==> src/mem_pkg.sv <==
`default_nettype none

package mem_pkg;

  // one data or address word
  typedef logic [31:0] word_t;

  // byte write strobe, one bit per lane
  typedef logic [3:0] strb_t;

  // memory function code shared by loads and stores
  typedef logic [2:0] func_t;

  // load functions
  // codes above LD_W fall back to a word load
  localparam func_t LD_BS = 3'd0;
  localparam func_t LD_BU = 3'd1;
  localparam func_t LD_HS = 3'd2;
  localparam func_t LD_HU = 3'd3;
  localparam func_t LD_W  = 3'd4;

  // store functions
  // codes above ST_W fall back to a word store
  localparam func_t ST_B = 3'd0;
  localparam func_t ST_H = 3'd1;
  localparam func_t ST_W = 3'd2;

  // data memory geometry
  localparam int MEM_WORDS = 256;

  // word index width
  // address bits [MEM_AW+1:2] pick the word
  localparam int MEM_AW = $clog2(MEM_WORDS);

endpackage

`default_nettype wire
==> src/lsu.sv <==
`timescale 1ns/1ps
`default_nettype none

module lsu
  import mem_pkg::*;
(
  input  logic  clk,
  input  logic  arst_n,

  // core load request and response
  input  word_t raddr,
  input  func_t rfunc,
  input  logic  rreq_valid,
  output logic  rreq_ready,
  output word_t rdata,
  output logic  rres_valid,
  input  logic  rres_ready,

  // core store request and response
  input  word_t waddr,
  input  word_t wdata,
  input  func_t wfunc,
  input  logic  wreq_valid,
  output logic  wreq_ready,
  output logic  wres_valid,
  input  logic  wres_ready,

  // memory read address and data
  output word_t araddr,
  output logic  arvalid,
  input  logic  arready,
  input  word_t rdata_mem,
  input  logic  rvalid,
  output logic  rready,

  // memory write address, data and response
  output word_t awaddr,
  output logic  awvalid,
  input  logic  awready,
  output word_t wdata_mem,
  output strb_t wstrb,
  output logic  wvalid,
  input  logic  wready,
  input  logic  bvalid,
  output logic  bready
);

  logic [1:0] roff_q;
  func_t      rfunc_q;
  logic       rreq_fire;
  word_t      rword_shifted;
  strb_t      wstrb_base;

  // load request goes straight to the read address channel
  assign arvalid    = rreq_valid;
  assign araddr     = raddr;
  assign rreq_ready = arready;
  assign rreq_fire  = rreq_valid & arready;

  // offset and function are needed when the word comes back
  always_ff @(posedge clk or negedge arst_n) begin
    if (!arst_n) begin
      roff_q  <= 2'b00;
      rfunc_q <= LD_W;
    end else if (rreq_fire) begin
      roff_q  <= raddr[1:0];
      rfunc_q <= rfunc;
    end
  end

  // bring the addressed byte down to lane 0
  always_comb begin
    rword_shifted = rdata_mem >> {roff_q, 3'b000};
  end

  // extend byte or halfword by the stored function
  always_comb begin
    case (rfunc_q)
      LD_BS:   rdata = {{24{rword_shifted[7]}}, rword_shifted[7:0]};
      LD_BU:   rdata = {24'h000000, rword_shifted[7:0]};
      LD_HS:   rdata = {{16{rword_shifted[15]}}, rword_shifted[15:0]};
      LD_HU:   rdata = {16'h0000, rword_shifted[15:0]};
      // LD_W and unknown codes
      default: rdata = rword_shifted;
    endcase
  end

  // load response passes through unchanged
  assign rres_valid = rvalid;
  assign rready     = rres_ready;

  // lanes touched before the offset is applied
  always_comb begin
    case (wfunc)
      ST_B:    wstrb_base = 4'b0001;
      ST_H:    wstrb_base = 4'b0011;
      default: wstrb_base = 4'b1111;
    endcase
  end

  // place data and strobe on the addressed lanes
  always_comb begin
    wdata_mem = wdata << {waddr[1:0], 3'b000};
    wstrb     = wstrb_base << waddr[1:0];
  end

  // address and data channels move as one
  assign awaddr  = waddr;
  assign awvalid = wreq_valid;
  assign wvalid  = wreq_valid;

  // accepted only when both channels take it on the same edge
  assign wreq_ready = awready & wready;

  // store response passes through unchanged
  assign wres_valid = bvalid;
  assign bready     = wres_ready;

endmodule

`default_nettype wire

==> config.mk <==
export PLATFORM = sky130hd
export DESIGN_NAME = lsu
export DESIGN_NICKNAME = d
export VERILOG_FILES = /design/src/mem_pkg.sv /design/src/lsu.sv
export SDC_FILE = /design/constraint.sdc
export NUM_CORES = 1
export LEC_CHECK = 0
export ABC_CLOCK_PERIOD_IN_PS = 1140
export BUFFER_PORTS_ARGS = -buffer_cell sky130_fd_sc_hd__buf_2
export CAP_MARGIN = 0
export CORE_AREA = 2 2 112 114
export CTS_BUF_LIST = sky130_fd_sc_hd__clkbuf_8
export DETAILED_ROUTE_END_ITERATION = 10
export DIE_AREA = 0 0 114 116
export PLACE_DENSITY = 0.59
export SLEW_MARGIN = 30
export SYNTH_ARGS = -nofsm -noshare
export SYNTH_HDL_FRONTEND = slang
export SYNTH_SLANG_ARGS = --single-unit
==> constraint.sdc <==
create_clock -name clk -period 1.14 [get_ports clk]
set_input_delay 0.057 -clock clk [delete_from_list [all_inputs] [get_ports clk]]
set_output_delay 0.057 -clock clk [all_outputs]
set_load 0.02 [all_outputs]
== Word-level counts from Yosys, hierarchy flattened ==
Cells that the tools add are included.

* Eq/ne operators: 4
* Shifts and indexed selects: 3
* Multiplexer cells: 2
* Bitwise logic cells: 2
* Reductions and logical operators: 2

{| class="wikitable"
|+ Operators by type and width
! cell !! count
|-
| 32-bit case mux with 4 select lines || 1
|-
| 32-bit by 5-bit left shift with 32-bit output || 1
|-
| 32-bit by 5-bit right shift with 32-bit output || 1
|-
| 4-bit case mux with 2 select lines || 1
|-
| 3-bit by 1-bit equality test with 1-bit output (second input constant) || 2
|-
| 3-bit by 2-bit equality test with 1-bit output (second input constant) || 2
|-
| 3-bit zero test || 2
|-
| 4-bit by 2-bit left shift with 4-bit output || 1
|-
| 1-bit AND || 2
|}

* Register bits after elaboration: 5
* Output and inout bits: 141

== Longest topological paths before layout ==
Gate-level depths: netlist of run 1.

* Depth in word-level cells: 3
* Gate-level depth with buffers: 5

== Worst setup path after synthesis of run 1 ==
No wires, ideal clock.

* Kind: reg-to-output
* Start point: register roff_q[1]
* End point: output port rdata[10]
* Arrival time: 1.310 ns
* Data required time: 1.083 ns
* Slack: -0.227 ns
* Cell stages (with the launch flop): 6
* Buffers on the path: 2
* Cells stage by stage: dfrtp_1 buf_6 buf_6 nor2b_4 a221oi_1 a21oi_1

* Longest elaborated chain between the ends: 2

{| class="wikitable"
|+ RTL lines
! item !! line !! source
|-
| from (decl) || lsu.sv:48 || <nowiki>logic [1:0] roff_q;</nowiki>
|-
| from (signal assigned) || lsu.sv:66 || <nowiki>roff_q <= raddr[1:0];</nowiki>
|-
| 32-bit by 5-bit right shift with 32-bit output || lsu.sv:73 || <nowiki>rword_shifted = rdata_mem >> {roff_q, 3'b000};</nowiki>
|-
| 32-bit case mux with 4 select lines || lsu.sv:78 || <nowiki>case (rfunc_q)</nowiki>
|-
| to (decl) || lsu.sv:15 || <nowiki>output word_t rdata,</nowiki>
|}

Every way passes these cells.

== Worst setup path after layout of run 1 ==
* Start point: register roff_q[1]
* End point: output port rdata[14]

Same word-level chain as after synthesis.

==> results.ini, run 1 <==
[worst_setup_path]
rrSetupSlack_ns = -0.09
cp.required_ns = 1.08
r2r_start = roff_q[1]
cpPeakStageDelay_ns = 0.45
crit_chain = mux2_4 > a22oi_2 > buf_6 > a21oi_1 > buf_2
startpoint = roff_q[1]
ff2ff_path_depth = 4
start_kind = flop
critPathSlowestCell = dfrtp_2
cp_max_fo = 7
setup.worst_path.class = reg2out
cp.arrival_ns = 1.63
cp-end-kind = output port

[die]
core_sq_um = 11910
die_w_um = 114
io_pins = 286
die_y_um = 116
rows = 40
die-area_sq_um = 13220
initial_core_util_pct = 17.82

[detailed_routing]
drc = 0
ant_nets = 0
wl_per_cell_um = 15.27
routed_wl_um = 8353
drtIter0Drc = 59
drt-pass1-iter-count = 6
vias = 2493
vias_per_cell = 4.558

[cells_and_area]
layout.nets = 546
multi_input_area_sq_um = 1525
area_delta_synth_final_pct = 52.71
utilization_pct = 27.21
ff_latch_area_sq_um = 127.6
drive_above_1_share_pct = 64.25
num_antenna_cells = 0
fillers = 1310

[synth]
ys_async_sr_fraction_pct = 100.0
ys_seq_area_share_pct = 5.955
synth_cells = 291
synth_warnings = 0
syn_area_sq_um = 2122
yosys.area.top_type = buf_4
synth_top_cells_by_area = buf_4, mux2i_1, mux2_2, nand2_1, dfrtp_1
synth_edf_count = 0
yosysMostFrequentCell = buf_4
synthTopCellsByCount = buf_4, nand2_1, mux2i_1
ys.flop_type = dfrtp_1
synth-seq-cells = 5
synth_cell_type_count = 34
syn_avg_cell_area_sq_um = 7.292
synthesis.nets = 436
netlist.area_leader.share_pct = 27.24

[clock_tree]
cts_tree = done
numCtsBuffers = 3
cts_num_sinks = 5
cts_root_buf = clkbuf_8
cts_max_level = 1
clk_path_buf_depth = 2
clock_latency_ns = 0.22
clkTransAtPathRegs_ns = 0.04

[run_status]
violations = setup timing
status = finished, violations left

[power]
powerDensity_nw_per_um2 = 1031
power.leakage_nw = 1.643
peakVddDrop_mv = 0.9479

[grt]
grt_overflow = 0
grt_use_met1_pct = 12.04
grt_max_degree = 24
top_usage_layer = met2
grt_pass1_vias = 2418
antenna_found_initial = 0
grt_pass1_wl_um = 12210
met2_usage_pct = 21.83
use_met3_pct = 1.308
grt_use_total_pct = 11.34

[sta]
final.setup_skew_ns = 0
maxSlewHeadroom_pct = 73.61
period_minus_slack_ns = 1.690
tightest_slew_ns = 0.3859
setup_slack_ns = -0.5497
rsz0062_at_grt = yes
finalHoldViolCount = 0
timing.final.crit_share_pct = 148.2
fmax_mhz = 591.8
finalSetupViolCount = 33
timing.hold.ws_ns = 0.06419
finalMaxSlewViolations = 0

[place]
port_buffers = 154
hpwl_um = 6765
place.gp.congestion = 0.8262

[min_path]
hp-class = in2reg
worstHoldPathCells = 2
hp-start = rfunc[1]

[flow_run]
maxCapViolCount = 0

==> worst paths after layout <==
check | endpoint
setup / recovery | rdata[14]
hold / removal | rfunc_q[1]
hold reg to reg | rfunc_q[0]
max in group asynchronous | rfunc_q[2]
setup reg to reg | roff_q[1]
min in group asynchronous | rfunc_q[0]
==> kinds of logic (layout without fill, tap and decap cells) <==
kind of cell / count (synthesis) / after routing / share of synthesized area, %
and+or+nand+nor: 95 / 95 / 24.06
buffers and inverters: 93 / 202 / 31.25
AOI/OAI and AO/OA: 52 / 52 / 15.63
muxes: 45 / 45 / 22.70
DFF: 5 / 5 / 5.956
xor gates and xnor gates: 1 / 1 / 0.4128
==> power breakdown <==
group          switching, mW  internal [mW]
combinational           1.45           1.30
sequential            0.0580          0.210
clock                 0.0932          0.231
total                   1.60           1.74
==> what timing repair did <==
| item | 4_1_cts | 5_1_grt |
|---|---|---|
| hold buffers | 1 | 0 |
| resized for setup | 59 | 17 |
| setup buffers | 4 | 3 |
| setup endpoints to repair | 32 | 34 |
| pin swaps | 14 | 18 |
| hold endpoints to repair | 5 | 0 |
| gates cloned | 1 | 1 |
==> routing by layer <==
layer / routed length (um) / part of all wire (%)
met1: 3002 / 36
met2: 4337 / 52
met3: 607 / 7.3
met4: 405 / 4.8
met5: 0 / 0
==> critical path, delay by kind of cell (launching register included) <==
family,cells,cell delay (ns)
flip-flops,1,0.45
AO/OA/AOI/OAI,2,0.25
multiplexers,1,0.37
buffers and inverters,2,0.33
==> cell type report <==
| type | instances | area share [%] |
|---|---|---|
| multi-input cells | 193 | 47.07 |
| repair buffers | 197 | 41.81 |
| well taps | 147 | 5.676 |
| flip-flops and latches | 5 | 3.938 |
| clock buffers | 3 | 1.274 |
| clock inverters | 1 | 0.1158 |
| inverters | 1 | 0.1158 |
==> metrics by stage <==
step	TNS, ns	setup WS [ns]	std cells	area, sq um	power [mW]
detailed placement	-8.945	-0.4204	533	2800	2.523
finish	-15.54	-0.5497	547	3241	3.340
global route	-17.51	-0.6162	547	3241	3.544
floorplan	-3.731	-0.2193	291	2183	1.986
global placement	-8.264	-0.3797	533	2800	2.500
CTS	-15.40	-0.5550	543	3127	3.239
==> sequential cells by signal, indices dropped and copies added (netlist names) <==
signal,count
rfunc_q,3
roff_q,2
==> placed cells by master (no fill, tap or decap), types with 10 or more instances in the layout <==
master and instances:
nand2_1 31, buf_6 17, buf_2 126, nor2_1 13, buf_4 44, nand4_1 16
a21oi_1 12, mux2i_1 22, nor2b_1 10
(Power assumes the default switching activity.)
==> run 2: changes to the inputs <==
==> constraint.sdc (replaced) <==
create_clock -name clk -period 1.14 [get_ports clk]
set_input_delay 0.171 -clock clk [delete_from_list [all_inputs] [get_ports clk]]
set_output_delay 0.171 -clock clk [all_outputs]
set_load 0.02 [all_outputs]
==> results.ini, run 2 (synthesized netlist as in run 1, its figures left out) <==
[sta]
setup_tns_ns = -18.51  ; was -15.54 ns
maxSlewHeadroom_pct = 60.48  ; was 73.61%
timing.final.crit_share_pct = 162.3  ; was 148.2%
tightest_slew_ns = 0.5922  ; was 0.3859 ns
finalSetupViolCount = 32  ; was 33
finalMaxSlewViolations = 0  ; unchanged
timing.hold.ws_ns = 0.1858  ; was 0.06419 ns
setup_slack_ns = -0.7102  ; was -0.5497 ns
final.setup_skew_ns = 0  ; unchanged
finalHoldViolCount = 0  ; unchanged
period_minus_slack_ns = 1.850  ; was 1.690 ns
fmax_mhz = 540.5  ; was 591.8 MHz
rsz0062_at_grt = yes  ; unchanged

[clock_tree]
cts_num_sinks = 5  ; unchanged
cts_max_level = 1  ; unchanged
cts_root_buf = clkbuf_8  ; unchanged
cts_tree = done  ; unchanged
clkTransAtPathRegs_ns = 0.04  ; about the same
numCtsBuffers = 3  ; unchanged
clk_path_buf_depth = 2  ; unchanged
clock_latency_ns = 0.22  ; about the same

[place]
port_buffers = 154  ; unchanged
placed_area_sq_um = 2894  ; was 2800 sq um
place.gp.congestion = 0.8426  ; was 0.8262
hpwl_um = 6970  ; was 6765 um
pre_cts_ws_ns = -0.5023  ; was -0.4204 ns

[worst_setup_path]
cp-end-kind = output port  ; unchanged
startpoint = roff_q[1]  ; unchanged
start_kind = flop  ; unchanged
cp_max_fo = 12  ; was 7
setup.worst_path.class = reg2out  ; unchanged
cp.required_ns = 0.97  ; was 1.08 ns
r2r_start = roff_q[0]  ; was roff_q[1]
cp.arrival_ns = 1.68  ; was 1.63 ns

[grt]
grt_pass1_wl_um = 13130  ; was 12,210 um
grt_max_degree = 17  ; was 24
grt_use_total_pct = 12.21  ; was 11.34%
antenna_found_initial = 0  ; unchanged
grt_pass1_vias = 2668  ; was 2,418
grt_overflow = 0  ; unchanged

[detailed_routing]
vias = 2587  ; was 2,493
vias_per_cell = 4.653  ; was 4.558
routed_wl_um = 8965  ; was 8353 um
drc = 0  ; unchanged
drtIter0Drc = 51  ; was 59
drt-pass1-iter-count = 4  ; was 6
ant_nets = 0  ; unchanged
wl_per_cell_um = 16.12  ; was 15.27 um

[cells_and_area]
largest_register_ffs = 3  ; unchanged
final_area_sq_um = 3621  ; was 3241 sq um
layout.nets = 555  ; was 546
drive_above_1_share_pct = 73.11  ; was 64.25%
num_antenna_cells = 0  ; unchanged
final_cell_mix = buf_2, buf_4, nand2_1  ; unchanged
area_delta_synth_final_pct = 70.64  ; was 52.71%
regMostFlops = rfunc_q  ; unchanged
final_common_cell = buf_2  ; unchanged
largestRegisters = rfunc_q: 3 flops, roff_q: 2 flops  ; unchanged

[min_path]
hp-class = in2reg  ; unchanged
hp-start = rfunc[2]  ; was rfunc[1]

[flow_run]
maxCapViolCount = 0  ; unchanged

[run_status]
status = finished, violations left  ; unchanged
violations = setup timing  ; unchanged

[die]
die-area_sq_um = 13220  ; unchanged
rows = 40  ; unchanged
die_y_um = 116  ; unchanged
die_w_um = 114  ; unchanged
initial_core_util_pct = 17.82  ; unchanged
io_pins = 286  ; unchanged
core_sq_um = 11910  ; unchanged

[power]
power_frac_comb_pct = 83.5  ; was 82.2%
powerDensity_nw_per_um2 = 949.4  ; was 1031 nW/um^2
power.leakage_nw = 1.738  ; was 1.643 nW
seq_power_share_pct = 7.2  ; was 8.0%
p_sw_mw = 1.633  ; was 1.600 mW
switching_share_pct = 47.50  ; was 47.90%
peakVddDrop_mv = 0.8980  ; was 0.9479 mV
p_int_mw = 1.805  ; was 1.740 mW
power.total_mw = 3.438  ; was 3.340 mW
clkPwrFrac_pct = 9.3  ; was 9.7%

[run 2: cell count changes in the layout (fill, tap and decap cells not counted), sizes merged]
cell	change
nor2	+1
clkbuf	+2
buf	+6
[run 2: per-stage QoR]
stage	util, %	std cells
floorplan	-	291
global placement	24.30	539
detailed placement	24.30	539
CTS	28.49	550
global route	30.40	556
finish	30.40	556
[run 2: what timing repair did]
item                                   4_1_cts  5_1_grt
endpoints found under the hold margin        5        0
cloned                                       2        2
buffers inserted                             4        4
pin swaps                                   20       12
setup endpoints to repair                   64       59
hold buffers                                 1        0
resized for setup                          100       38
[run 2: power by group through the flow]
| stage | Combinational (mW) | Sequential [mW] | Clock (mW) |
|---|---|---|---|
| detailed placement | 2.29 | 0.241 | 0 |
| finish | 2.87 | 0.249 | 0.319 |
| CTS | 2.71 | 0.247 | 0.330 |
| global route | 3.04 | 0.251 | 0.341 |
| floorplan | 1.78 | 0.245 | 0 |
| global placement | 2.27 | 0.242 | 0 |
[run 2: final timing paths]
| kind | slack, ns | depth (start not counted) | to |
|---|---|---|---|
| setup / recovery | -0.71 | 5 | rdata[10] |
| hold / removal | 0.19 | 2 | rfunc_q[2] |
| hold reg to reg | 0.66 | 1 | rfunc_q[0] |
| setup reg to reg | 0.15 | 2 | roff_q[0] |
| max in group asynchronous | 0.63 | 2 | rfunc_q[2] |
| min in group asynchronous | 0.29 | 2 | rfunc_q[1] |
[run 2: final cells by class]
class / instances / area, sq um
well taps: 147 / 183.9
multi-input cells: 194 / 1728
flip-flops and latches: 5 / 127.6
inverters: 1 / 3.754
clock buffers: 3 / 41.29
clock inverters: 1 / 3.754
fillers: 1234 / 8290
repair buffers: 205 / 1533
[run 2: worst max-delay path, stage by stage (launching register included)]
cell      delay [ns]
dfrtp_2         0.41
buf_12          0.15
mux2_2          0.35
a221oi_1        0.30
a21oi_2         0.06
buf_4           0.17
[run 2: routing by layer]
| layer | routed length (um) | GRT usage, % | vias up |
|---|---|---|---|
| met4 | 296 | 5.203 | 0 |
| li1 | - | - | 1191 |
| met3 | 853 | 2.458 | 38 |
| met1 | 2999 | 12.28 | 1195 |
| met5 | 0 | 0 | - |
| met2 | 4815 | 24.25 | 163 |
==> run 3: changes to the inputs <==
--- a/config.mk
+++ b/config.mk
@@ -12,7 +12,6 @@
 export CTS_BUF_LIST = sky130_fd_sc_hd__clkbuf_8
 export DETAILED_ROUTE_END_ITERATION = 10
 export DIE_AREA = 0 0 114 116
-export PLACE_DENSITY = 0.59
 export SLEW_MARGIN = 30
 export SYNTH_ARGS = -nofsm -noshare
 export SYNTH_HDL_FRONTEND = slang
==> results.ini, run 3 (synthesized netlist as in run 1, its figures left out) <==
[place]
hpwl_um = 6297  ; was 6970 um
port_buffers = 154  ; unchanged
place.gp.congestion = 0.8344  ; was 0.8426
dp_cells = 547  ; was 539
placed_area_sq_um = 2904  ; was 2894 sq um

[power]
power.leakage_nw = 1.935  ; was 1.738 nW
peakVddDrop_mv = 1.048  ; was 0.8980 mV
powerDensity_nw_per_um2 = 946.2  ; was 949.4 nW/um^2

[detailed_routing]
routed_wl_um = 9226  ; was 8965 um
drt-pass1-iter-count = 4  ; unchanged
ant_nets = 0  ; unchanged
drc = 0  ; unchanged
vias_per_cell = 4.724  ; was 4.653
wl_per_cell_um = 16.02  ; was 16.12 um
drtIter0Drc = 50  ; was 51
vias = 2721  ; was 2,587

[worst_setup_path]
ff2ff_path_depth = 3  ; was 2
cp.arrival_ns = 1.74  ; was 1.68 ns
crit_chain = clkbuf_16 > mux2_4 > a221oi_2 > a21oi_1 > buf_2  ; was buf_12 > mux2_2 > a221oi_1 > a21oi_2 > buf_4
setup.worst_path.class = reg2out  ; unchanged
cp_max_fo = 6  ; was 12
cp.required_ns = 0.97  ; about the same
cpPeakStageDelay_ns = 0.48  ; was 0.41 ns
start_kind = flop  ; unchanged
rrSetupSlack_ns = 0.04  ; was 0.15 ns
cp-end-kind = output port  ; unchanged
critPathSlowestCell = dfrtp_2  ; unchanged

[sta]
final.setup_skew_ns = 0  ; unchanged
setup_slack_ns = -0.7662  ; was -0.7102 ns
tightest_slew_ns = 0.3962  ; was 0.5922 ns
setup_tns_ns = -20.62  ; was -18.51 ns
fmax_mhz = 524.6  ; was 540.5 MHz
rsz0062_at_grt = yes  ; unchanged
period_minus_slack_ns = 1.906  ; was 1.850 ns
finalHoldViolCount = 0  ; unchanged
finalSetupViolCount = 46  ; was 32
finalMaxSlewViolations = 0  ; unchanged
timing.final.crit_share_pct = 167.2  ; was 162.3%
maxSlewHeadroom_pct = 73.53  ; was 60.48%

[clock_tree]
cts_max_level = 1  ; unchanged
cts_tree = done  ; unchanged
clock_latency_ns = 0.22  ; about the same
clkTransAtPathRegs_ns = 0.04  ; about the same
cts_num_sinks = 5  ; unchanged
cts_root_buf = clkbuf_8  ; unchanged
clk_path_buf_depth = 2  ; unchanged
numCtsBuffers = 3  ; unchanged

[cells_and_area]
largest_register_ffs = 3  ; unchanged
final_common_cell = buf_2  ; unchanged
utilization_pct = 34.37  ; was 30.40%
largestRegisters = rfunc_q: 3 flops, roff_q: 2 flops  ; unchanged
final_cell_mix = buf_2, buf_4, buf_6  ; was buf_2, buf_4, nand2_1
regMostFlops = rfunc_q  ; unchanged
fillers = 1153  ; was 1,234
num_antenna_cells = 0  ; unchanged
area_delta_synth_final_pct = 92.92  ; was 70.64%
fin_cells = 576  ; was 556
drive_above_1_share_pct = 81.35  ; was 73.11%
layout.nets = 575  ; was 555
final_area_sq_um = 4094  ; was 3621 sq um

[die]
die-area_sq_um = 13220  ; unchanged
die_y_um = 116  ; unchanged
core_sq_um = 11910  ; unchanged
io_pins = 286  ; unchanged
initial_core_util_pct = 17.82  ; unchanged
die_w_um = 114  ; unchanged
rows = 40  ; unchanged

[grt]
grt_use_total_pct = 11.79  ; was 12.21%
antenna_found_initial = 0  ; unchanged
grt_max_degree = 17  ; unchanged
grt_pass1_wl_um = 12960  ; was 13,130 um
grt_pass1_vias = 2756  ; was 2,668
grt_overflow = 0  ; unchanged

[min_path]
worstHoldPathCells = 2  ; unchanged
hp-class = in2reg  ; unchanged

[flow_run]
maxCapViolCount = 0  ; unchanged

[run_status]
status = finished, violations left  ; unchanged
violations = setup timing  ; unchanged

==> run 3: cell count changes in the layout (fill, tap and decap cells not counted), moves of 4 or more <==
cell,previous run,this run
buf_4,65,58
mux2_4,6,13
and2_1,8,2
buf_6,17,57
buf_2,106,97
nand2_1,31,22
nand2_2,1,10
and2_4,1,7
mux2_2,11,7
==> run 3: critical path: cells and delay by family, from the launching register on <==
kind,cells,cell delay [ns]
DFF,1,0.48
muxes,1,0.31
AOI/OAI and AO/OA,2,0.37
buffers and inverters,2,0.36
==> run 3: metal layers <==
layer  global-route usage, %  wire length (um)
met1                   11.95              3305
met2                   24.29              5047
met3                   1.831               583
met4                   3.821               289
met5                       0                 0
==> run 3: final timing paths <==
| check | startpoint | to |
|---|---|---|
| worst max-delay path | roff_q[1] | rdata[8] |
| worst min-delay path | rfunc[0] | rfunc_q[0] |
| worst max register to register | roff_q[0] | roff_q[0] |
| worst min register to register | roff_q[1] | roff_q[1] |
| max in group asynchronous | arst_n | rfunc_q[2] |
| min in group asynchronous | arst_n | rfunc_q[1] |
==> run 3: metrics by stage <==
step / hold WS [ns] / power, mW / worst slack [ns]
3_3_place_gp: -0.008441 / 2.494 / -0.5005
5_1_grt: 0.1837 / 4.064 / -0.7975
2_1_floorplan: -0.1246 / 2.023 / -0.3333
4_1_cts: 0.1831 / 3.332 / -0.7037
6_report: 0.1857 / 3.874 / -0.7662
3_5_place_dp: -0.007664 / 2.518 / -0.5418
==> run 3: repair_timing <==
action	4_1_cts	5_1_grt
cloned	5	2
pin swaps	12	32
hold buffers	1	0
hold endpoints to repair	5	0
resized for setup	110	120
buffers inserted	9	8
setup endpoints to repair	63	62
==> run 3: area by class of cell <==
class                           instances  area [sq um]  area share (%)
Inverter                                1         3.754         0.09169
Clock buffer                            3         41.29           1.009
Timing Repair Buffer                  225          1848           45.14
Clock inverter                          1         3.754         0.09169
Multi-Input combinational cell        194          1884           46.03
Sequential cell                         5         128.9           3.148
Tap cell                              147         183.9           4.493
==> run 3: report_power, final <==
| group | total, mW | internal (mW) | switching [mW] |
|---|---|---|---|
| combinational | 3.28 | 1.64 | 1.64 |
| clock | 0.322 | 0.231 | 0.0909 |
| sequential | 0.274 | 0.212 | 0.0620 |
| total | 3.87 | 2.08 | 1.79 |
